===== src/dcache_config.svh =====
`ifndef DCACHE_CONFIG_SVH
`define DCACHE_CONFIG_SVH

// address and data word widths
`define DCACHE_ADDR_W 32
`define DCACHE_DATA_W 32

// tag is bits 31..12, index bits 11..5 and byte offset bits 4..0
`define DCACHE_TAG_W 20
`define DCACHE_INDEX_W 7
`define DCACHE_OFFSET_W 5

// line geometry
`define DCACHE_SETS 128
`define DCACHE_WORDS 8
`define DCACHE_LINE_W 256

// associativity
`define DCACHE_WAYS 2

`endif


===== src/dcache_pkg.sv =====
`include "dcache_config.svh"

package dcache_pkg;

    typedef logic [`DCACHE_ADDR_W-1:0] addr_t;
    typedef logic [`DCACHE_DATA_W-1:0] word_t;
    typedef logic [`DCACHE_TAG_W-1:0] tag_t;
    typedef logic [`DCACHE_INDEX_W-1:0] index_t;
    // word number inside a line from address bits 4..2
    typedef logic [`DCACHE_OFFSET_W-3:0] word_sel_t;
    typedef logic [`DCACHE_DATA_W/8-1:0] strb_t;
    // word 0 sits in the low bits
    typedef logic [`DCACHE_LINE_W-1:0] line_t;
    typedef logic [$clog2(`DCACHE_WAYS)-1:0] way_t;

    // op high means store
    typedef struct packed {
        logic  op;
        addr_t addr;
        strb_t wstrb;
        word_t wdata;
    } core_req_t;

    typedef struct packed {
        logic  data_ok;
        word_t rdata;
    } core_resp_t;

    typedef struct packed {
        logic idle;
        logic hit;
        logic miss;
    } cache_status_t;

    // memory always moves whole lines
    typedef struct packed {
        logic  rd_req;
        addr_t rd_addr;
        logic  wr_req;
        addr_t wr_addr;
        line_t wr_data;
    } mem_req_t;

    typedef struct packed {
        logic  rd_rdy;
        logic  wr_rdy;
        logic  ret_valid;
        logic  ret_last;
        word_t ret_data;
    } mem_resp_t;

    typedef enum logic [2:0] {
        IDLE,
        LOOKUP,
        MISS,
        REFILL,
        WRITE
    } cache_state_t;

endpackage


===== src/dcache_req_capture.sv =====
`timescale 1ns/1ps
`include "dcache_config.svh"

module dcache_req_capture (
    input  logic                  clk,
    input  logic                  reset,
    input  logic                  req_valid,
    input  logic                  addr_ok,
    input  dcache_pkg::core_req_t req,
    output dcache_pkg::core_req_t held,
    output dcache_pkg::index_t    read_index
);

    dcache_pkg::index_t in_index;
    dcache_pkg::index_t held_index;

    assign in_index   = req.addr[`DCACHE_OFFSET_W +: `DCACHE_INDEX_W];
    assign held_index = held.addr[`DCACHE_OFFSET_W +: `DCACHE_INDEX_W];

    // request is taken at the edge where addr_ok is high
    always_ff @(posedge clk) begin
        if (addr_ok) begin
            held <= req;
        end
    end

    // new set while accepting, else keep the set of the request in flight
    assign read_index = addr_ok ? in_index : held_index;

    // core must hold its request until the cache takes it
    a_req_stable: assert property (
        @(posedge clk) disable iff (reset)
        (req_valid && !addr_ok) |=> $stable(req)
    );

endmodule


===== config.mk =====
export PLATFORM = sky130hd
export DESIGN_NAME = dcache_req_capture
export DESIGN_NICKNAME = d
export VERILOG_FILES = /design/src/dcache_pkg.sv /design/src/dcache_req_capture.sv
export VERILOG_INCLUDE_DIRS = /design/src
export SDC_FILE = /design/constraint.sdc
export NUM_CORES = 1
export LEC_CHECK = 0
export ABC_AREA = 1
export BUFFER_PORTS_ARGS = -buffer_cell sky130_fd_sc_hd__buf_2
export CAP_MARGIN = 15
export CORE_MARGIN = 10
export CORE_UTILIZATION = 36
export CTS_CLUSTER_DIAMETER = 80
export DETAILED_ROUTE_END_ITERATION = 12
export GPL_TIMING_DRIVEN = 1
export PLACE_DENSITY = 0.85
export SLEW_MARGIN = 40
export SYNTH_ARGS = -nofsm -noshare
export SYNTH_HDL_FRONTEND = slang
export SYNTH_SLANG_ARGS = --single-unit

===== constraint.sdc =====
create_clock -name clk -period 0.8 [get_ports clk]
set_input_delay 0.16 -clock clk [delete_from_list [all_inputs] [get_ports clk]]
set_output_delay 0.16 -clock clk [all_outputs]
set_load 0.05 [all_outputs]

==> results of run 1 <==
[critical path: cells and delay by family, from the launching register on]
| family | cells | cell delay, ns |
|---|---|---|
| DFF | 1 | 0.46 |
| and+or+nand+nor | 2 | 0.17 |
| buffers and inverters | 1 | 0.15 |
[layout by cell type (no fill, tap or decap), drive strengths merged]
cell,count
inv,1
dlygate4sd3,58
edfxtp,69
bufinv,1
diode,2
buf,166
nand2,21
clkinv,3
clkinvlp,3
clkbuf,9
[layer usage]
metal | track usage (%) | up-vias | share of wire [%] | wire [µm]
met5 | 0 | - | 0 | 0
li1 | - | 820 | - | -
met4 | 6.94 | 0 | 1.5 | 148
met1 | 18.8 | 923 | 34 | 3460
met3 | 7.40 | 12 | 9.9 | 998
met2 | 36.0 | 155 | 54 | 5510
[final cells by class]
class	instances	area [µm²]	share of cell area, %
Sequential cell	69	2070	45.5
Timing Repair Buffer	224	2040	44.7
Multi-Input combinational cell	21	149	3.27
Clock buffer	9	124	2.72
Tap cell	75	93.8	2.06
Clock inverter	7	66.3	1.46
Antenna cell	2	5.00	0.110
Inverter	1	3.75	0.0825
[power breakdown]
part           switching [mW]  internal [mW]
sequential              0.178           4.30
clock                    1.39           1.42
combinational            1.58           1.04
[logic make-up (layout without fill, tap and decap cells)]
group                  after synthesis  after routing  share of synthesized area (%)
AND/OR/NAND/NOR                     21             21                           3.64
buffers and inverters                2            241                          0.693
flip-flops                          69             69                           95.7
other                                0              2                              0
[path summary, 6_finish.rpt]
check | endpoint | cells after the start
min | held[55] | 1
max | read_index[6] | 3
[stage by stage]
step           TNS [ns]  instances  power, mW
3_3_place_gp     -13.31        328       6.31
5_1_grt          -25.18        408       10.2
2_1_floorplan     -1.97         92       5.67
3_5_place_dp     -16.45        328       6.35
4_1_cts          -22.21        402       9.70
6_report         -22.80        408       9.92
[timing repair]
action,4_1_cts,5_1_grt
pin swaps,11,3
gates cloned,0,0
resized for setup,155,9
endpoints found under the hold margin,58,0
endpoints found under the setup margin,76,76
hold buffers,58,0
buffers inserted,0,4
==> impl_metrics.tcl, run 1 <==
set metrics [dict create \
    p_leak_nw 1.95 \
    fin_area_mm2 0.00455 \
    critical_path_required_ns 0.64 \
    slew_headroom_pct 84.6 \
    crit_type "flop to primary output" \
    min_path_type "primary input to flop" \
    dieWidth_um 97.6 \
    synth.cell_area_mm2 0.00217 \
    drive_gt1_share_pct 59.2 \
    peakVddDrop_mv 1.28 \
    core_area_mm2 0.00589 \
    die_h_um 97.6 \
    rsz0062_at_grt "true" \
    cp_cell_sequence "nand2_2 > nand2_4 > buf_8" \
    largestRegisters "held x69" \
    yosys-top-cells-area "edfxtp_1 96%, nand2_1 3.6%, buf_6 0.52%, inv_2 0.17%" \
    final.setup.worst_slack_ns -0.474 \
    hold_viol 0 \
    p_per_area_mw_per_mm2 2180 \
    final_nets 399 \
    ant_nets 0 \
    fp-row-count 28 \
    crit_start "held[47]" \
    vias 1910 \
    status "finished, violations left" \
    cts.clk_slew.worst_paths_ns 0.07 \
    drt-initial-drc-count 124 \
    finish.utilization_pct 77.3 \
    syn_inst 92 \
    async_flop_share_pct 0 \
    violations "negative setup slack" \
    cts_sinks 69 \
    nFillCells 311 \
    synth_warnings 0 \
    synth_top_cell_by_area "edfxtp_1" \
    slew_violations 0 \
    synth_ff_type "edfxtp_1" \
    critPathLaunchType "flop" \
    fin_crit_sh_pct 159 \
    synth_seq_cells 69 \
    largest_reg_flops 69 \
    placed_area_mm2 0.00322 \
    synth-seq-area-share_pct 95.7 \
    drt-total-wl_um 10100 \
    dp_slack_ns -0.287 \
    cts-root-buf "clkbuf_8" \
    grt_pass1_vias 2042 \
    antenna_found_initial 2 \
    synth_nets 165 \
    hold_slack_ns 0.0126 \
    drt_first_pass_iters 4 \
    cts_buffer_depth 2 \
    worst_hold_startpoint "req[55]" \
    io_pins 149 \
    gp_congestion 0.943 \
    cp_slowest_cell "edfxtp_1" \
    numPortBuffers 146 \
    crit_arrival_ns 1.11 \
    cpPeakStageDelay_ns 0.46 \
    max_freq_mhz 785 \
    hpwlAfterDp_um 5500 \
    synth.most_common_cell "edfxtp_1" \
    cap_violations 0 \
    tritoncts "done" \
    dieArea_mm2 0.00952 \
    start_util_pct 36.8 \
    synthTopCellsByCount "69 x edfxtp_1, 21 x nand2_1, 1 x buf_6, 1 x inv_2" \
    grt_max_degree 22 \
    yosysUniqueCellTypes 4 \
    syn_to_final_growth_pct 110 \
    grt_overflow 0 \
    avgSynthCellArea_um2 23.5 \
    finalSetupViolCount 76 \
    critPathCaptureType "primary output" \
    cts_max_level 3 \
    cp_max_fo 2 \
    synth_top_cell_area_share_pct 95.7 \
    wl_per_cell_um 24.8 \
    synth_edf_count 69 \
    route.detailed.drc 0 \
    period_needed_ns 1.27 \
    grt_pass1_wl_um 13700 \
    viasPerCell 4.68 \
    top_register "held" \
    track_usage_pct 19.3 \
    cts_buffers 9 \
    worst_pin_slew_ns 0.231 \
]
Note: power is estimated with default switching activity, not from simulation.
==> run 2, diff against run 1 <==
--- a/config.mk
+++ b/config.mk
@@ -6,15 +6,14 @@
 export SDC_FILE = /design/constraint.sdc
 export NUM_CORES = 1
 export LEC_CHECK = 0
-export ABC_AREA = 1
 export BUFFER_PORTS_ARGS = -buffer_cell sky130_fd_sc_hd__buf_2
 export CAP_MARGIN = 15
 export CORE_MARGIN = 10
-export CORE_UTILIZATION = 36
+export CORE_UTILIZATION = 37
 export CTS_CLUSTER_DIAMETER = 80
 export DETAILED_ROUTE_END_ITERATION = 12
 export GPL_TIMING_DRIVEN = 1
-export PLACE_DENSITY = 0.85
+export PLACE_DENSITY = 0.87
 export SLEW_MARGIN = 40
 export SYNTH_ARGS = -nofsm -noshare
 export SYNTH_HDL_FRONTEND = slang
==> impl_metrics.tcl, run 2 <==
set metrics [dict create \
    fin_crit_sh_pct 175 \
    synth_top_cell_by_area "edfxtp_1" \
    final_nets 387 \
    synth.cell_area_mm2 0.00219 \
    tritoncts "done" \
    antenna_cells 0 \
    synth-seq-area-share_pct 94.7 \
    drive_gt1_share_pct 58.6 \
    crit_arrival_ns 1.24 \
    critPathLaunchType "flop" \
    cts_max_level 3 \
    cts_sinks 69 \
    period_needed_ns 1.40 \
    p_leak_nw 1.96 \
    drt-initial-drc-count 175 \
    cts_buffers 9 \
    cpPeakStageDelay_ns 0.44 \
    io_pins 149 \
    antenna_found_initial 0 \
    yosys-top-cells-area "edfxtp_1 95%, mux2_4 4.8%, buf_6 0.51%" \
    critical_path_buf_inv_count 1 \
    wl_per_cell_um 25.6 \
    violations "negative setup slack" \
    route.detailed.drc 0 \
    syn_inst 77 \
    cp_cell_sequence "mux2_4 > buf_8" \
    viasPerCell 4.71 \
    worst_hold_startpoint "req[45]" \
    grt_overflow 0 \
    grt_pass1_vias 1916 \
    die_h_um 96.9 \
    cpLargestDelayFamily "flip-flops" \
    synth_nets 150 \
    final.setup.worst_slack_ns -0.604 \
    synth_ff_type "edfxtp_1" \
    p_total_mw 10.5 \
    peakVddDrop_mv 1.77 \
    yosysUniqueCellTypes 3 \
    crit_start "held[47]" \
    cp_max_fo 2 \
    fp-row-count 27 \
    status "finished, violations left" \
    max_freq_mhz 713 \
    syn_to_final_growth_pct 108 \
    dieWidth_um 96.9 \
    async_flop_share_pct 0 \
    start_util_pct 39.0 \
    critical_path_required_ns 0.64 \
    grt_pass1_wl_um 13200 \
    rsz0062_at_grt "true" \
    cp.depth 2 \
    hold_viol 0 \
    dieArea_mm2 0.00939 \
    synth.most_common_cell "edfxtp_1" \
    synth_seq_cells 69 \
    synth_warnings 0 \
    min_path_type "primary input to flop" \
    crit_path_end "read_index[6]" \
    finalSetupViolCount 76 \
    drt_first_pass_iters 4 \
    largestRegisters "held x69" \
    tns_ns -24.14 \
    cts.clk_slew.worst_paths_ns 0.08 \
    numPortBuffers 146 \
    grt_max_degree 28 \
    synth_edf_count 69 \
    post_layout_nonfiller_instances 391 \
    slew_violations 0 \
    crit_type "flop to primary output" \
    top_register "held" \
    critPathCaptureType "primary output" \
    synthTopCellsByCount "69 x edfxtp_1, 7 x mux2_4, 1 x buf_6" \
    drt-total-wl_um 10000 \
    cts-root-buf "clkbuf_8" \
    vias 1843 \
    track_usage_pct 18.8 \
    layout_common_cells "69 x edfxtp_1, 69 x buf_2, 68 x buf_6" \
    cap_violations 0 \
    avgSynthCellArea_um2 28.4 \
    largest_reg_flops 69 \
    placed_cells 308 \
    cts_buffer_depth 2 \
    ant_nets 0 \
    core_area_mm2 0.00561 \
    slew_headroom_pct 89.5 \
    cp_slowest_cell "edfxtp_1" \
    hpwlAfterDp_um 5120 \
    gp_congestion 0.788 \
    p_per_area_mw_per_mm2 2310 \
    synth_top_cell_area_share_pct 94.7 \
    worst_pin_slew_ns 0.157 \
]
run 2: metrics by stage:
stage / util [%] / hold WS (ns) / area [µm²] / setup WS [ns]
2_1_floorplan: - / 0.259 / 2190 / -0.383
3_3_place_gp: 56.0 / 0.337 / 3140 / -0.231
3_5_place_dp: 56.0 / 0.338 / 3140 / -0.258
4_1_cts: 78.8 / 0.00160 / 4420 / -0.557
5_1_grt: 81.2 / 0.103 / 4550 / -0.631
6_report: 81.2 / 0.113 / 4550 / -0.604
run 2: how the worst min path moves through the flow:
stage                to  cells after the start
6_report       held[45]                      2
5_1_grt        held[45]                      2
4_1_cts        held[55]                      1
3_5_place_dp   held[35]                      1
3_3_place_gp   held[49]                      1
2_1_floorplan   held[0]                      0
run 2: timing repair:
action | in CTS | in global routing
hold buffers | 55 | 7
pin swaps | 0 | 0
gates resized for setup | 151 | 11
hold endpoints to repair | 55 | 7
buffers inserted | 3 | 5
setup endpoints to repair | 76 | 76
run 2: cell type report:
type / count / area [µm²]
clock inverters: 6 / 111
flip-flops and latches: 69 / 2070
repair buffers: 227 / 2050
multi-input cells: 7 / 105
fillers: 268 / 1050
well taps: 72 / 90.1
clock buffers: 10 / 128
run 2: per-layer routing:
metal | routed length [µm] | track usage (%)
met2 | 5120 | 31.5
met3 | 857 | 8.94
met4 | 253 | 6.54
met1 | 3790 | 20.3
met5 | 0 | 0
run 2: report_power, final:
| group | total (mW) | leakage (nW) | switching, mW | internal, mW |
|---|---|---|---|---|
| Combinational | 2.60 | 1.17 | 1.55 | 1.06 |
| Sequential | 4.48 | 0.675 | 0.171 | 4.30 |
| Clock | 3.45 | 0.116 | 1.38 | 2.07 |
| Total | 10.5 | 1.96 | 3.09 | 7.43 |
run 2: cell families (layout without fill, tap and decap cells):
logic type  Yosys count  in the layout  share of synthesized area [%]
flops                69             69                           94.7
mux                   7              7                           4.80
buf+inv               1            243                          0.515
==> run 3, diff against run 2 <==
--- a/config.mk
+++ b/config.mk
@@ -8,6 +8,7 @@
 export LEC_CHECK = 0
 export BUFFER_PORTS_ARGS = -buffer_cell sky130_fd_sc_hd__buf_2
 export CAP_MARGIN = 15
+export CORE_ASPECT_RATIO = 0.5
 export CORE_MARGIN = 10
 export CORE_UTILIZATION = 37
 export CTS_CLUSTER_DIAMETER = 80
==> impl_metrics.tcl, run 3 (synthesized netlist as in run 2, its figures left out) <==
set metrics [dict create \
    fin_area_mm2 0.00408 \
    hold_viol 0 \
    start_util_pct 39.0 \
    min_path_type "primary input to flop" \
    track_usage_pct 14.9 \
    fin_crit_sh_pct 166 \
    fp-row-count 19 \
    cp_max_fo 2 \
    vias 1460 \
    p_per_area_mw_per_mm2 2740 \
    cts-root-buf "clkbuf_16" \
    p_leak_nw 1.76 \
    crit_type "flop to primary output" \
    worst_pin_slew_ns 0.219 \
    crit_arrival_ns 1.16 \
    critPathCaptureType "primary output" \
    core_area_mm2 0.00561 \
    critPathLaunchType "flop" \
    top_register "held" \
    gr-usage-met1_pct 12.3 \
    violations "negative setup slack" \
    largestRegisters "held x69" \
    slew_headroom_pct 85.4 \
    max_freq_mhz 755 \
    post_layout_nonfiller_instances 337 \
    layout_common_cells "74 x buf_6, 70 x buf_2, 69 x edfxtp_1" \
    status "finished, violations left" \
    cts_buffer_depth 2 \
    cts.clk_slew.worst_paths_ns 0.06 \
    dieWidth_um 129 \
    finish.utilization_pct 72.8 \
    placed_area_mm2 0.00309 \
    drt-initial-drc-count 103 \
    gp_congestion 0.758 \
    final_common_cell "buf_6" \
    finalSetupViolCount 76 \
    drt_first_pass_iters 4 \
    viasPerCell 4.33 \
    grt_max_degree 29 \
    cap_violations 0 \
    antenna_found_initial 0 \
    antenna_cells 0 \
    dieArea_mm2 0.00958 \
    largest_reg_flops 69 \
    grt_overflow 0 \
    drive_gt1_share_pct 69.3 \
    cts_sinks 69 \
    io_pins 149 \
    peakVddDrop_mv 1.41 \
    cts_buffers 9 \
    grt_pass1_wl_um 10300 \
    tritoncts "done" \
    ant_nets 0 \
    numPortBuffers 146 \
    hpwlAfterDp_um 5080 \
    p_total_mw 11.2 \
    route.detailed.drc 0 \
    rsz0062_at_grt "true" \
    grt_pass1_vias 1677 \
    final_nets 332 \
    wl_per_cell_um 21.7 \
    top_usage_layer "met2" \
    drt-total-wl_um 7320 \
    critical_path_required_ns 0.64 \
    use_met3_pct 4.26 \
    syn_to_final_growth_pct 86.6 \
    die_h_um 74.4 \
    placed_cells 304 \
    slew_violations 0 \
    cts_max_level 3 \
    final.setup.worst_slack_ns -0.524 \
    period_needed_ns 1.32 \
    use_met2_pct 32.0 \
]
run 3: repair_timing:
| action | CTS | global route |
|---|---|---|
| setup buffers | 4 | 5 |
| setup endpoints to repair | 76 | 76 |
| hold endpoints to repair | 6 | 5 |
| hold buffers | 6 | 5 |
| gates resized for setup | 150 | 10 |
run 3: worst paths after layout:
path | cells past startpoint | to | slack, ns | from
min | 1 | held[54] | 0.009 | req[54]
max | 2 | read_index[0] | -0.52 | held[41]
run 3: worst max-delay path: stages (launching register included):
cell and delay (ns):
edfxtp_1 0.40, mux2_4 0.29, buf_6 0.15
run 3: final cells by class:
cell class	count	area (µm²)
Tap cell	73	91.3
Fill cell	328	1530
Multi-Input combinational cell	7	105
Clock inverter	7	114
Timing Repair Buffer	172	1480
Clock buffer	9	225
Sequential cell	69	2070
run 3: power by group:
part	switching (mW)	leakage (nW)	total, mW	internal (mW)
combinational	1.44	0.928	2.29	0.858
clock	1.42	0.159	4.44	3.02
sequential	0.141	0.675	4.45	4.31
run 3: through the flow:
stage | hold WS [ns] | TNS (ns) | worst slack [ns]
after global placement | 0.336 | -13.52 | -0.281
after floorplan | 0.259 | -2.68 | -0.383
final | 0.00926 | -20.74 | -0.524
after global routing | 0.00221 | -23.13 | -0.561
after detailed placement | 0.338 | -15.33 | -0.290
after CTS | 0.000132 | -21.19 | -0.525
run 3: per-layer routing:
metal	up-vias	part of all wire [%]
li1	677	-
met4	0	2.3
met5	-	0
met1	737	30
met2	34	65
met3	12	3.3
