<file path="config.mk">
export PLATFORM = sky130hd
export DESIGN_NAME = dcache_mem_port
export DESIGN_NICKNAME = d
export VERILOG_FILES = /design/src/dcache_pkg.sv /design/src/dcache_mem_port.sv
export VERILOG_INCLUDE_DIRS = /design/src
export SDC_FILE = /design/constraint.sdc
export NUM_CORES = 1
export LEC_CHECK = 0
export BUFFER_PORTS_ARGS = -buffer_cell sky130_fd_sc_hd__buf_2
export CORE_AREA = 2 2 370 372
export CTS_CLUSTER_SIZE = 16
export DETAILED_ROUTE_END_ITERATION = 8
export DIE_AREA = 0 0 372 374
export PLACE_DENSITY_LB_ADDON = 0.1
export SLEW_MARGIN = 20
export SYNTH_ARGS = -nofsm -noshare
export SYNTH_HDL_FRONTEND = slang
export SYNTH_SLANG_ARGS = --single-unit
</file>
<file path="constraint.sdc">
create_clock -name clk -period 5.4 [get_ports clk]
set_input_delay 0.27 -clock clk [delete_from_list [all_inputs] [get_ports clk]]
set_output_delay 0.27 -clock clk [all_outputs]
set_load 0.005 [all_outputs]
</file>
<file path="src/dcache_config.svh">
`ifndef DCACHE_CONFIG_SVH
`define DCACHE_CONFIG_SVH

// address and data word widths
`define DCACHE_ADDR_W 32
`define DCACHE_DATA_W 32

// tag is bits 31..12, index bits 11..5 and byte offset bits 4..0
`define DCACHE_TAG_W 20
`define DCACHE_INDEX_W 7
`define DCACHE_OFFSET_W 5

// line geometry
`define DCACHE_SETS 128
`define DCACHE_WORDS 8
`define DCACHE_LINE_W 256

// associativity
`define DCACHE_WAYS 2

`endif

</file>
<file path="src/dcache_pkg.sv">
`include "dcache_config.svh"

package dcache_pkg;

    typedef logic [`DCACHE_ADDR_W-1:0] addr_t;
    typedef logic [`DCACHE_DATA_W-1:0] word_t;
    typedef logic [`DCACHE_TAG_W-1:0] tag_t;
    typedef logic [`DCACHE_INDEX_W-1:0] index_t;
    // word number inside a line from address bits 4..2
    typedef logic [`DCACHE_OFFSET_W-3:0] word_sel_t;
    typedef logic [`DCACHE_DATA_W/8-1:0] strb_t;
    // word 0 sits in the low bits
    typedef logic [`DCACHE_LINE_W-1:0] line_t;
    typedef logic [$clog2(`DCACHE_WAYS)-1:0] way_t;

    // op high means store
    typedef struct packed {
        logic  op;
        addr_t addr;
        strb_t wstrb;
        word_t wdata;
    } core_req_t;

    typedef struct packed {
        logic  data_ok;
        word_t rdata;
    } core_resp_t;

    typedef struct packed {
        logic idle;
        logic hit;
        logic miss;
    } cache_status_t;

    // memory always moves whole lines
    typedef struct packed {
        logic  rd_req;
        addr_t rd_addr;
        logic  wr_req;
        addr_t wr_addr;
        line_t wr_data;
    } mem_req_t;

    typedef struct packed {
        logic  rd_rdy;
        logic  wr_rdy;
        logic  ret_valid;
        logic  ret_last;
        word_t ret_data;
    } mem_resp_t;

    typedef enum logic [2:0] {
        IDLE,
        LOOKUP,
        MISS,
        REFILL,
        WRITE
    } cache_state_t;

endpackage

</file>
<file path="src/dcache_mem_port.sv">
`timescale 1ns/1ps
`include "dcache_config.svh"

module dcache_mem_port (
    input  logic                  clk,
    input  logic                  reset,
    input  logic                  miss_start,
    input  logic                  write_back,
    input  dcache_pkg::addr_t     fill_addr,
    input  dcache_pkg::addr_t     victim_addr,
    input  dcache_pkg::line_t     victim_line,
    output dcache_pkg::mem_req_t  mem_req,
    input  dcache_pkg::mem_resp_t mem_resp,
    output logic                  req_sent,
    output logic                  line_done,
    output dcache_pkg::line_t     fill_line
);

    logic                  rd_req_q;
    logic                  wr_req_q;
    dcache_pkg::addr_t     rd_addr_q;
    dcache_pkg::addr_t     wr_addr_q;
    dcache_pkg::line_t     wr_data_q;
    dcache_pkg::word_sel_t beat_cnt;
    logic                  line_done_q;
    dcache_pkg::line_t     fill_q;

    // request levels held until memory takes them
    always_ff @(posedge clk) begin
        if (reset) begin
            rd_req_q <= 1'b0;
            wr_req_q <= 1'b0;
        end else if (miss_start) begin
            rd_req_q <= 1'b1;
            wr_req_q <= write_back;
        end else begin
            if (rd_req_q && mem_resp.rd_rdy) begin
                rd_req_q <= 1'b0;
            end
            if (wr_req_q && mem_resp.wr_rdy) begin
                wr_req_q <= 1'b0;
            end
        end
    end

    // addresses and victim line latched at miss time
    always_ff @(posedge clk) begin
        if (miss_start) begin
            rd_addr_q <= fill_addr;
            wr_addr_q <= victim_addr;
            wr_data_q <= victim_line;
        end
    end

    // high on the edge where the last pending request goes out
    assign req_sent = (rd_req_q || wr_req_q) &&
                      (!rd_req_q || mem_resp.rd_rdy) &&
                      (!wr_req_q || mem_resp.wr_rdy);

    always_ff @(posedge clk) begin
        if (reset) begin
            beat_cnt    <= '0;
            line_done_q <= 1'b0;
        end else begin
            line_done_q <= mem_resp.ret_valid && mem_resp.ret_last;
            if (mem_resp.ret_valid) begin
                beat_cnt <= mem_resp.ret_last ? '0 : beat_cnt + 1'b1;
            end
        end
    end

    // burst beats land in word order
    always_ff @(posedge clk) begin
        if (mem_resp.ret_valid) begin
            fill_q[beat_cnt * `DCACHE_DATA_W +: `DCACHE_DATA_W] <= mem_resp.ret_data;
        end
    end

    assign line_done = line_done_q;
    assign fill_line = fill_q;
    assign mem_req   = '{rd_req: rd_req_q, rd_addr: rd_addr_q,
                         wr_req: wr_req_q, wr_addr: wr_addr_q, wr_data: wr_data_q};

    // memory only answers a read it has accepted
    a_no_early_beat: assert property (
        @(posedge clk) disable iff (reset)
        mem_resp.ret_valid |-> !rd_req_q
    );

endmodule

</file>
==> impl_metrics.tcl, run 1 <==
set metrics [dict create \
    vias 15339 \
    hold_buffers 339 \
    final_max_slew_viol_count 0 \
    syn2layout_area_growth_pct 63.2 \
    grt_usage 0.159 \
    syn_inst 1021 \
    hold_path_class "input pin to flip-flop" \
    vias_per_cell 3.67 \
    r2r_cells 5 \
    cts_tree "built" \
    fin_nets 2688 \
    start_kind "flip-flop" \
    rrSetupSlack_ps 1860 \
    grt_pass1_vias 16425 \
    dieArea_um2 139000 \
    htree_levels 3 \
    tightestPinTransition_ps 1080 \
    layout-drive-gt1-share 0.482 \
    ctsLongestPathBuffers 3 \
    tns_ps 0 \
    dieWidth_um 372 \
    clk_pin_slew_ps 60 \
    setup_violations 0 \
    cellPowerDensity_nw_per_um2 345 \
    period_minus_slack_ps 3540 \
    grt_pass1_wl_mm 148 \
    core.rowCount 135 \
    seq_area_frac_synth 0.866 \
    totalWireLength_mm 115 \
    synth_cell_type_count 29 \
    relSlewSlack 0.277 \
    crit_arrival_ps 3810 \
    postCtsSetupBuffers 0 \
    io_pins 940 \
    status "completed" \
    hold_depth 3 \
    rsz0062_at_grt "false" \
    slowest_stage "nor2_4" \
    path_buf_inv 1 \
    cp_slowest_stage_delay_ps 950 \
    avgSynthCellArea_um2 19.7 \
    io_buffers 939 \
    die_h_um 374 \
    root_buffer "clkbuf_16" \
    p_leak_nw 12.9 \
    start_util 0.149 \
    drc 0 \
    synth_area_um2 20100 \
    firstDrtPassIters 7 \
    dr.first_iter.drc_count 971 \
    critPathMaxFanout 66 \
    post-route-period-util 0.656 \
    dp_hpwl_mm 91.1 \
    crit_cells 5 \
    synth-warning-count 0 \
    end_kind "flip-flop" \
    antenna_found_initial 57 \
    ir_drop_v 0.000174 \
    wl_per_cell_um 27.5 \
    hold_viol 0 \
    finClkSkew_ps 19.1 \
    worstSetupPathType "flip-flop to flip-flop" \
    cp_common_cell "ha_1" \
    grt-ovfl-total 0 \
    ys_ff_latch 582 \
    cts.sinks 582 \
    holdWs_ps 49.2 \
    cts-resized-gates 0 \
    syn_nets 1385 \
    globalplace.congestion 0.822 \
    clock_latency_ps 650 \
    ant_nets 0 \
    worstPathRequired_ps 5670 \
    cts_buffers 77 \
    path_cells "inv_1, ha_1, ha_1, nand2b_4, nor2_4" \
    critPathTopFamily "simple AND/OR/NAND/NOR gates" \
    cap_violations 0 \
    core_um2 135000 \
    grt_max_degree 158 \
    fmax_ghz 0.282 \
]
-- final timing paths --
path / endpoint / startpoint
worst min register to register: beat_cnt[2] / beat_cnt[2]
worst max-delay path: fill_line[168] / beat_cnt[0]
worst min-delay path: fill_line[225] / mem_resp[1]
worst max register to register: fill_line[168] / beat_cnt[0]
-- tightest hold or removal path: cells and delay by family --
kind / cells / cell delay [ps]
and+or+nand+nor: 2 / 200
buffers and inverters: 1 / 120
-- through the flow --
| step | util | setup WS, ps | instance area, um^2 | total power [mW] | cells |
|---|---|---|---|---|---|
| floorplan | - | 762 | 20100 | 5.54 | 1021 |
| global placement | 0.199 | 1840 | 26900 | 6.18 | 3685 |
| detailed placement | 0.199 | 1760 | 26900 | 6.18 | 3685 |
| CTS | 0.243 | 1750 | 32700 | 11.6 | 4164 |
| global route | 0.243 | 1610 | 32800 | 11.8 | 4172 |
| finish | 0.243 | 1860 | 32800 | 11.3 | 4175 |
-- layer usage --
| metal | global-route usage | wire, um | vias to the layer above |
|---|---|---|---|
| met2 | 0.284 | 58200 | 790 |
| met1 | 0.162 | 39800 | 7691 |
| met3 | 0.0714 | 12300 | 226 |
| met4 | 0.0587 | 4260 | 12 |
| li1 | - | - | 6620 |
| met5 | 0 | 78 | - |
-- placed cells by master, fill, tap and decap left out, types with 9 or more instances in the layout --
master         Yosys  layout
diode_2            0       9
dlygate4sd3_1      0     339
nor3_2            30      32
clkbuf_1          23      13
nor2_1            50      44
buf_4              6      14
nand2_1           14      13
clkbuf_16          0      77
nor4_2            34      34
inv_1             37      37
edfxtp_1         576     576
buf_2             36     938
nand3b_1          23      23
nor4_1            62      62
clkinv_1           0      17
clkinv_2           0      11
nor3_1            91      88
-- cell usage after synthesis --
library cell,number,area [um^2]
nor4_2,34,425
buf_4,6,45.0
or2_1,1,6.26
ha_1,4,50.1
buf_2,36,180
o21ai_0,1,5.00
o211a_1,1,10.0
inv_1,37,139
o2bb2ai_1,1,8.76
nor2_1,50,188
or3_1,1,6.26
o311ai_2,1,16.3
nor2b_1,1,6.26
nand4bb_1,1,11.3
dfxtp_1,6,120
or3b_2,3,26.3
nand3b_1,23,173
nand2b_1,6,37.5
a21oi_1,4,20.0
nor3_2,30,300
buf_6,2,22.5
or3b_1,1,8.76
clkbuf_1,23,86.3
nor3_1,91,455
or2_2,1,6.26
nand2_1,14,52.6
buf_1,4,15.0
nor4_1,62,388
edfxtp_1,576,17300
-- area by class of cell --
| class | count | area (um^2) |
|---|---|---|
| diodes | 9 | 22.5 |
| clock buffers | 91 | 1990 |
| clock inverters | 49 | 447 |
| fillers | 14316 | 102000 |
| inverters | 37 | 139 |
| multi-input cells | 331 | 2300 |
| flip-flops and latches | 582 | 17400 |
| well taps | 1781 | 2230 |
| repair buffers | 1295 | 8280 |
-- kinds of logic after synthesis --
logic type	Yosys count	share of synthesized area
DFF	582	0.866
AOI/OAI and AO/OA	8	0.00299
buffers and inverters	108	0.0243
and+or+nand+nor	319	0.104
adders and majority gates	4	0.00249
-- sequential cells by signal, summed over array words and instances (netlist names) --
name and flops:
beat_cnt 3, wr_req_q 1, rd_req_q 1, fill_line 256
wr_data_q 256, line_done 1, rd_addr_q 32, wr_addr_q 32
-- power breakdown --
part	switching [mW]	internal, mW	leakage (nW)
logic	0.593	0.431	5.87
clock network	2.13	2.89	1.18
registers	0.0707	5.20	5.80
total	2.80	8.52	12.9
(Power assumes the default switching activity.)
==> run 2, diff against run 1 <==
ABC_AREA = 1   (was unset)
CORE_AREA = 2 2 366 368   (was 2 2 370 372)
DIE_AREA = 0 0 368 370   (was 0 0 372 374)
clock period = 3.3 ns   (was 5.4 ns; I/O delays follow)
==> run 2 against run 1 <==
  * Routed wire length decreased by 5.8%
  * Largest cell class unchanged
  * Fmax increased by 44%
  * Combinational power up 73%
  * Final cell count is 3.0% higher
  * Highest routed layer unchanged
  * Final area hardly changed
  * Synthesized cell count is 8.9% higher
  * Hold slack better by 7.6 ps
  * Synthesized area down 2.0%
  * Global-route usage fell by 0.63 points
  * Clock skew down 8.0 ps
==> impl_metrics.tcl, run 2 <==
set metrics [dict create \
    io_pins 940 \
    synth_cell_type_count 25 \
    setup_slack_ps 838 \
    clk_pin_slew_ps 60 \
    ys_ff_latch 582 \
    relSlewSlack 0.484 \
    final_cell_mix "buf_2 (938), edfxtp_1 (576), dlygate4sd3_1 (359), nor2_1 (260), nand3_1 (101)" \
    die_h_um 370 \
    vias 15332 \
    post-route-util 0.248 \
    pre_cts_slack_ps 833 \
    cts.sinks 582 \
    io_buffers 939 \
    worstPathRequired_ps 3610 \
    synth_top_area_cell "edfxtp_1" \
    grt_pass1_wl_mm 141 \
    tightestPinTransition_ps 773 \
    hold_viol 0 \
    layout_commonest_cell "buf_2" \
    cts_tree "built" \
    cts_buffers 78 \
    syn_inst 1112 \
    fin_nets 2828 \
    end_kind "flip-flop" \
    finClkSkew_ps 11.1 \
    synth_ff_type "edfxtp_1" \
    synth_area_um2 19700 \
    wl_per_cell_um 25.1 \
    cellPowerDensity_nw_per_um2 579 \
    rrSetupSlack_ps 840 \
    async_flop_share 0 \
    layout-drive-gt1-share 0.434 \
    start_util 0.149 \
    dp_hpwl_mm 84.3 \
    rsz0062_at_grt "false" \
    fmax_ghz 0.406 \
    ir_drop_v 0.000289 \
    synth_top_area_frac 0.878 \
    dieWidth_um 368 \
    hold_path_class "input pin to flip-flop" \
    synth-warning-count 0 \
    avgSynthCellArea_um2 17.7 \
    synth_edf_count 576 \
    n_fill_cell 14117 \
    cts-resized-gates 0 \
    status "completed" \
    start_kind "flip-flop" \
    core_um2 132000 \
    root_buffer "clkbuf_16" \
    grt_usage 0.153 \
    cap_violations 0 \
    period_minus_slack_ps 2460 \
    antenna_found_initial 51 \
    critPathMaxFanout 26 \
    grt-ovfl-total 0 \
    core.rowCount 134 \
    p_leak_nw 12.7 \
    synthTopCellsByArea "edfxtp_1 (88%), nor2_1 (5.1%), nand3_1 (2.6%)" \
    dr.first_iter.drc_count 810 \
    clock_latency_ps 660 \
    final_max_slew_viol_count 0 \
    seq_area_frac_synth 0.884 \
    vias_per_cell 3.57 \
    syn_nets 1476 \
    grt_max_degree 74 \
    dieArea_um2 136000 \
    globalplace.congestion 0.857 \
    synth.most_common_cell "edfxtp_1" \
    setup_violations 0 \
    syn2layout_area_growth_pct 66.6 \
    yosys-top-cells-count "edfxtp_1 (576), nor2_1 (267), nand3_1 (102)" \
    grt_pass1_vias 16370 \
    ant_nets 0 \
    ctsLongestPathBuffers 3 \
    totalWireLength_mm 108 \
    worstSetupPathType "flip-flop to flip-flop" \
    drc 0 \
    firstDrtPassIters 6 \
    crit_arrival_ps 2770 \
    post-route-period-util 0.746 \
    htree_levels 3 \
]
## run 2: cell types whose count changed after synthesis, sizes merged, moves of 6 or more
cell and change:
nor2 +220, nor3 -119, nand3 +102, nor4 -96, nand2 +63, inv -27
nand3b -22, buf -8, clkbuf -8, nand2b -6
## run 2: layout make-up
class | instances | area [um^2] | area share
clock buffer | 97 | 2040 | 0.0623
timing repair buffer | 1327 | 8570 | 0.261
inverter | 11 | 41.3 | 0.00126
clock inverter | 44 | 505 | 0.0154
tap | 1768 | 2210 | 0.0674
multi-input combinational | 464 | 2020 | 0.0617
antenna | 6 | 15.0 | 0.000457
sequential | 582 | 17400 | 0.531
## run 2: worst max-delay path, stage by stage, from the launching register on
cell,delay (ps)
dfxtp_1,400
inv_1,80
ha_2,180
ha_2,360
clkinv_1,90
nand3_1,260
nor2_4,300
buf_4,400
## run 2: routing by layer
metal | GRT usage | wire [um] | vias to the layer above
met3 | 0.0754 | 12300 | 180
met4 | 0.0417 | 2800 | 2
met1 | 0.159 | 38000 | 7610
met5 | 0 | 13 | -
li1 | - | - | 6773
met2 | 0.273 | 54900 | 767
## run 2: worst paths after layout
kind                     start        endpoint  depth (start not counted)
setup / recovery   beat_cnt[1]  fill_line[161]                          7
setup reg to reg   beat_cnt[1]  fill_line[161]                          7
hold reg to reg    beat_cnt[2]     beat_cnt[2]                          2
hold / removal    mem_resp[19]  fill_line[147]                          3
## run 2: report_power, final
part           switching [mW]  total [mW]  internal [mW]
registers              0.0903        8.59           8.50
clock network            3.53        8.65           5.12
logic                    1.02        1.76          0.743
## run 2: through the flow
step           area [um^2]  power, mW  hold WS [ps]  setup TNS (ps)  std cells
6_report             32800       19.0          56.8               0       4299
5_1_grt              32800       19.8          26.4               0       4299
4_1_cts              32800       19.4          8.27               0       4293
3_5_place_dp         26700       10.2           343               0       3793
3_3_place_gp         26700       10.2           343               0       3793
2_1_floorplan        19700       9.09           234          -24710       1112
## run 2: kinds of logic after synthesis
group	Yosys count	synth area share
flip-flops	582	0.884
buffers and inverters	66	0.0170
adder cells (fa/ha/maj)	4	0.00254
AND/OR/NAND/NOR	453	0.0942
AO/OA/AOI/OAI	6	0.00178
XOR/XNOR	1	0.000445
## run 2: repair_timing
item | CTS | global route
hold buffers | 359 | 0
buffers inserted | 0 | 0
hold endpoints to repair | 425 | 0
==> run 3, diff against run 2 <==
CORE_AREA = 2 2 361 363   (was 2 2 366 368)
DIE_AREA = 0 0 363 365   (was 0 0 368 370)
clock period = 2 ns   (was 3.3 ns; I/O delays follow)
==> run 3 against run 2 <==
  * Fmax increased by 32%
  * Final cell count decreased by 1.8%
  * Largest power group is now registers
  * Core utilization increased by 0.83 points
  * Clock power increased by 51%
  * Highest routed layer unchanged
  * Global-route usage increased by 1.3 points
  * First-iteration DRC count increased by 18%
  * Flip-flop and latch count unchanged
  * Via count increased by 1.4%
  * Hold slack improved by 38 ps
  * Power increased by 60%
  * Routed wire length increased by 5.6%
==> impl_metrics.tcl, run 3 (same netlist as run 2, synthesis figures left out) <==
set metrics [dict create \
    status "completed" \
    ir_drop_v 0.000525 \
    critPathMaxFanout 32 \
    setup_violations 0 \
    layout-drive-gt1-share 0.438 \
    end_kind "flip-flop" \
    rsz0062_at_grt "false" \
    grt_pass1_vias 16482 \
    fin_nets 2846 \
    final_max_slew_viol_count 0 \
    start_kind "flip-flop" \
    die_h_um 365 \
    hold_path_class "input pin to flip-flop" \
    clk_pin_slew_ps 60 \
    dp_hpwl_mm 90.0 \
    clock_latency_ps 660 \
    post-route-util 0.256 \
    cellPowerDensity_nw_per_um2 925 \
    totalWireLength_mm 114 \
    finClkSkew_ps 14.1 \
    firstDrtPassIters 6 \
    htree_levels 3 \
    start_util 0.153 \
    fmax_ghz 0.536 \
    ctsLongestPathBuffers 3 \
    core_um2 129000 \
    n_fill_cell 13546 \
    cts.sinks 582 \
    core.rowCount 132 \
    layout_commonest_cell "buf_2" \
    postPlaceCellArea_um2 27000 \
    root_buffer "clkbuf_16" \
    cts-resized-gates 0 \
    tightestPinTransition_ps 562 \
    grt_max_degree 65 \
    io_pins 940 \
    vias_per_cell 3.68 \
    post-route-period-util 0.932 \
    drc 0 \
    wl_per_cell_um 27.0 \
    worstPathRequired_ps 2340 \
    globalplace.congestion 0.813 \
    grt-ovfl-total 0 \
    antenna_found_initial 64 \
    period_minus_slack_ps 1860 \
    worstSetupPathType "flip-flop to flip-flop" \
    cap_violations 0 \
    crit_arrival_ps 2200 \
    grt_usage 0.166 \
    io_buffers 939 \
    grt_pass1_wl_mm 147 \
    syn2layout_area_growth_pct 67.3 \
    cts_buffers 76 \
    hold_viol 0 \
    dieArea_um2 132000 \
    ant_nets 0 \
    relSlewSlack 0.625 \
    dr.first_iter.drc_count 953 \
    dieWidth_um 363 \
    p_leak_nw 12.8 \
    final_cell_mix "buf_2 (938), edfxtp_1 (576), dlygate4sd3_1 (359), nor2_1 (259), nand3_1 (101)" \
    vias 15550 \
    cts_tree "built" \
    finalInstanceArea_um2 33000 \
]
-- run 3: cell count changes in the layout (fill, tap and decap cells not counted), sizes merged --
cell	delta
inv	-2
clkinvlp	+1
bufinv	-5
clkinv	+2
clkbuf	-6
buf	+20
diode	+6
-- run 3: routing by layer --
metal	vias up	routed length (um)	GRT usage
li1	6809	-	-
met1	7687	42300	0.183
met2	833	53800	0.274
met3	199	14400	0.0902
met4	22	3540	0.0545
met5	-	143	0
-- run 3: power breakdown --
part / switching (mW) / internal [mW] / total [mW]
Combinational: 1.81 / 1.34 / 3.15
Sequential: 0.164 / 14.0 / 14.2
Clock: 5.62 / 7.53 / 13.1
Total: 7.59 / 22.9 / 30.5
-- run 3: area by class of cell --
cell class / count / area, um^2 / area share
Antenna cell: 12 / 30.0 / 0.000911
Clock buffer: 91 / 1960 / 0.0594
Clock inverter: 40 / 382 / 0.0116
Inverter: 11 / 43.8 / 0.00133
Multi-Input combinational cell: 464 / 2060 / 0.0626
Sequential cell: 582 / 17400 / 0.528
Tap cell: 1675 / 2100 / 0.0636
Timing Repair Buffer: 1347 / 8970 / 0.272
-- run 3: worst max-delay path, stage by stage, from the launching register on --
cell and delay, ps:
dfxtp_1 330, inv_1 80, ha_4 180, ha_4 320, nand3_1 80, buf_4 170, nor2_4 100, buf_12 210
-- run 3: path summary, 6_finish.rpt --
check / end / slack, ps / depth (start not counted) / from
min reg2reg: beat_cnt[2] / 600 / 2 / beat_cnt[2]
min: fill_line[155] / 90 / 3 / mem_resp[27]
max reg2reg: fill_line[102] / 140 / 7 / beat_cnt[1]
max: fill_line[102] / 140 / 7 / beat_cnt[1]
-- run 3: through the flow --
stage	setup TNS, ps	instances	power (mW)	setup slack, ps	hold slack, ps
2_1_floorplan	-136240	1112	15.0	-713	169
3_3_place_gp	0	3719	17.0	82.6	277
3_5_place_dp	0	3719	17.0	95.3	278
4_1_cts	0	4209	31.1	61.4	16.3
5_1_grt	0	4213	31.7	17.4	53.3
6_report	0	4222	30.5	136	94.5
-- run 3: repair_timing --
item / CTS / global route
buffers inserted: 0 / 1
endpoints found under the hold margin: 507 / 0
hold buffers: 359 / 0
endpoints found under the setup margin: 0 / 64
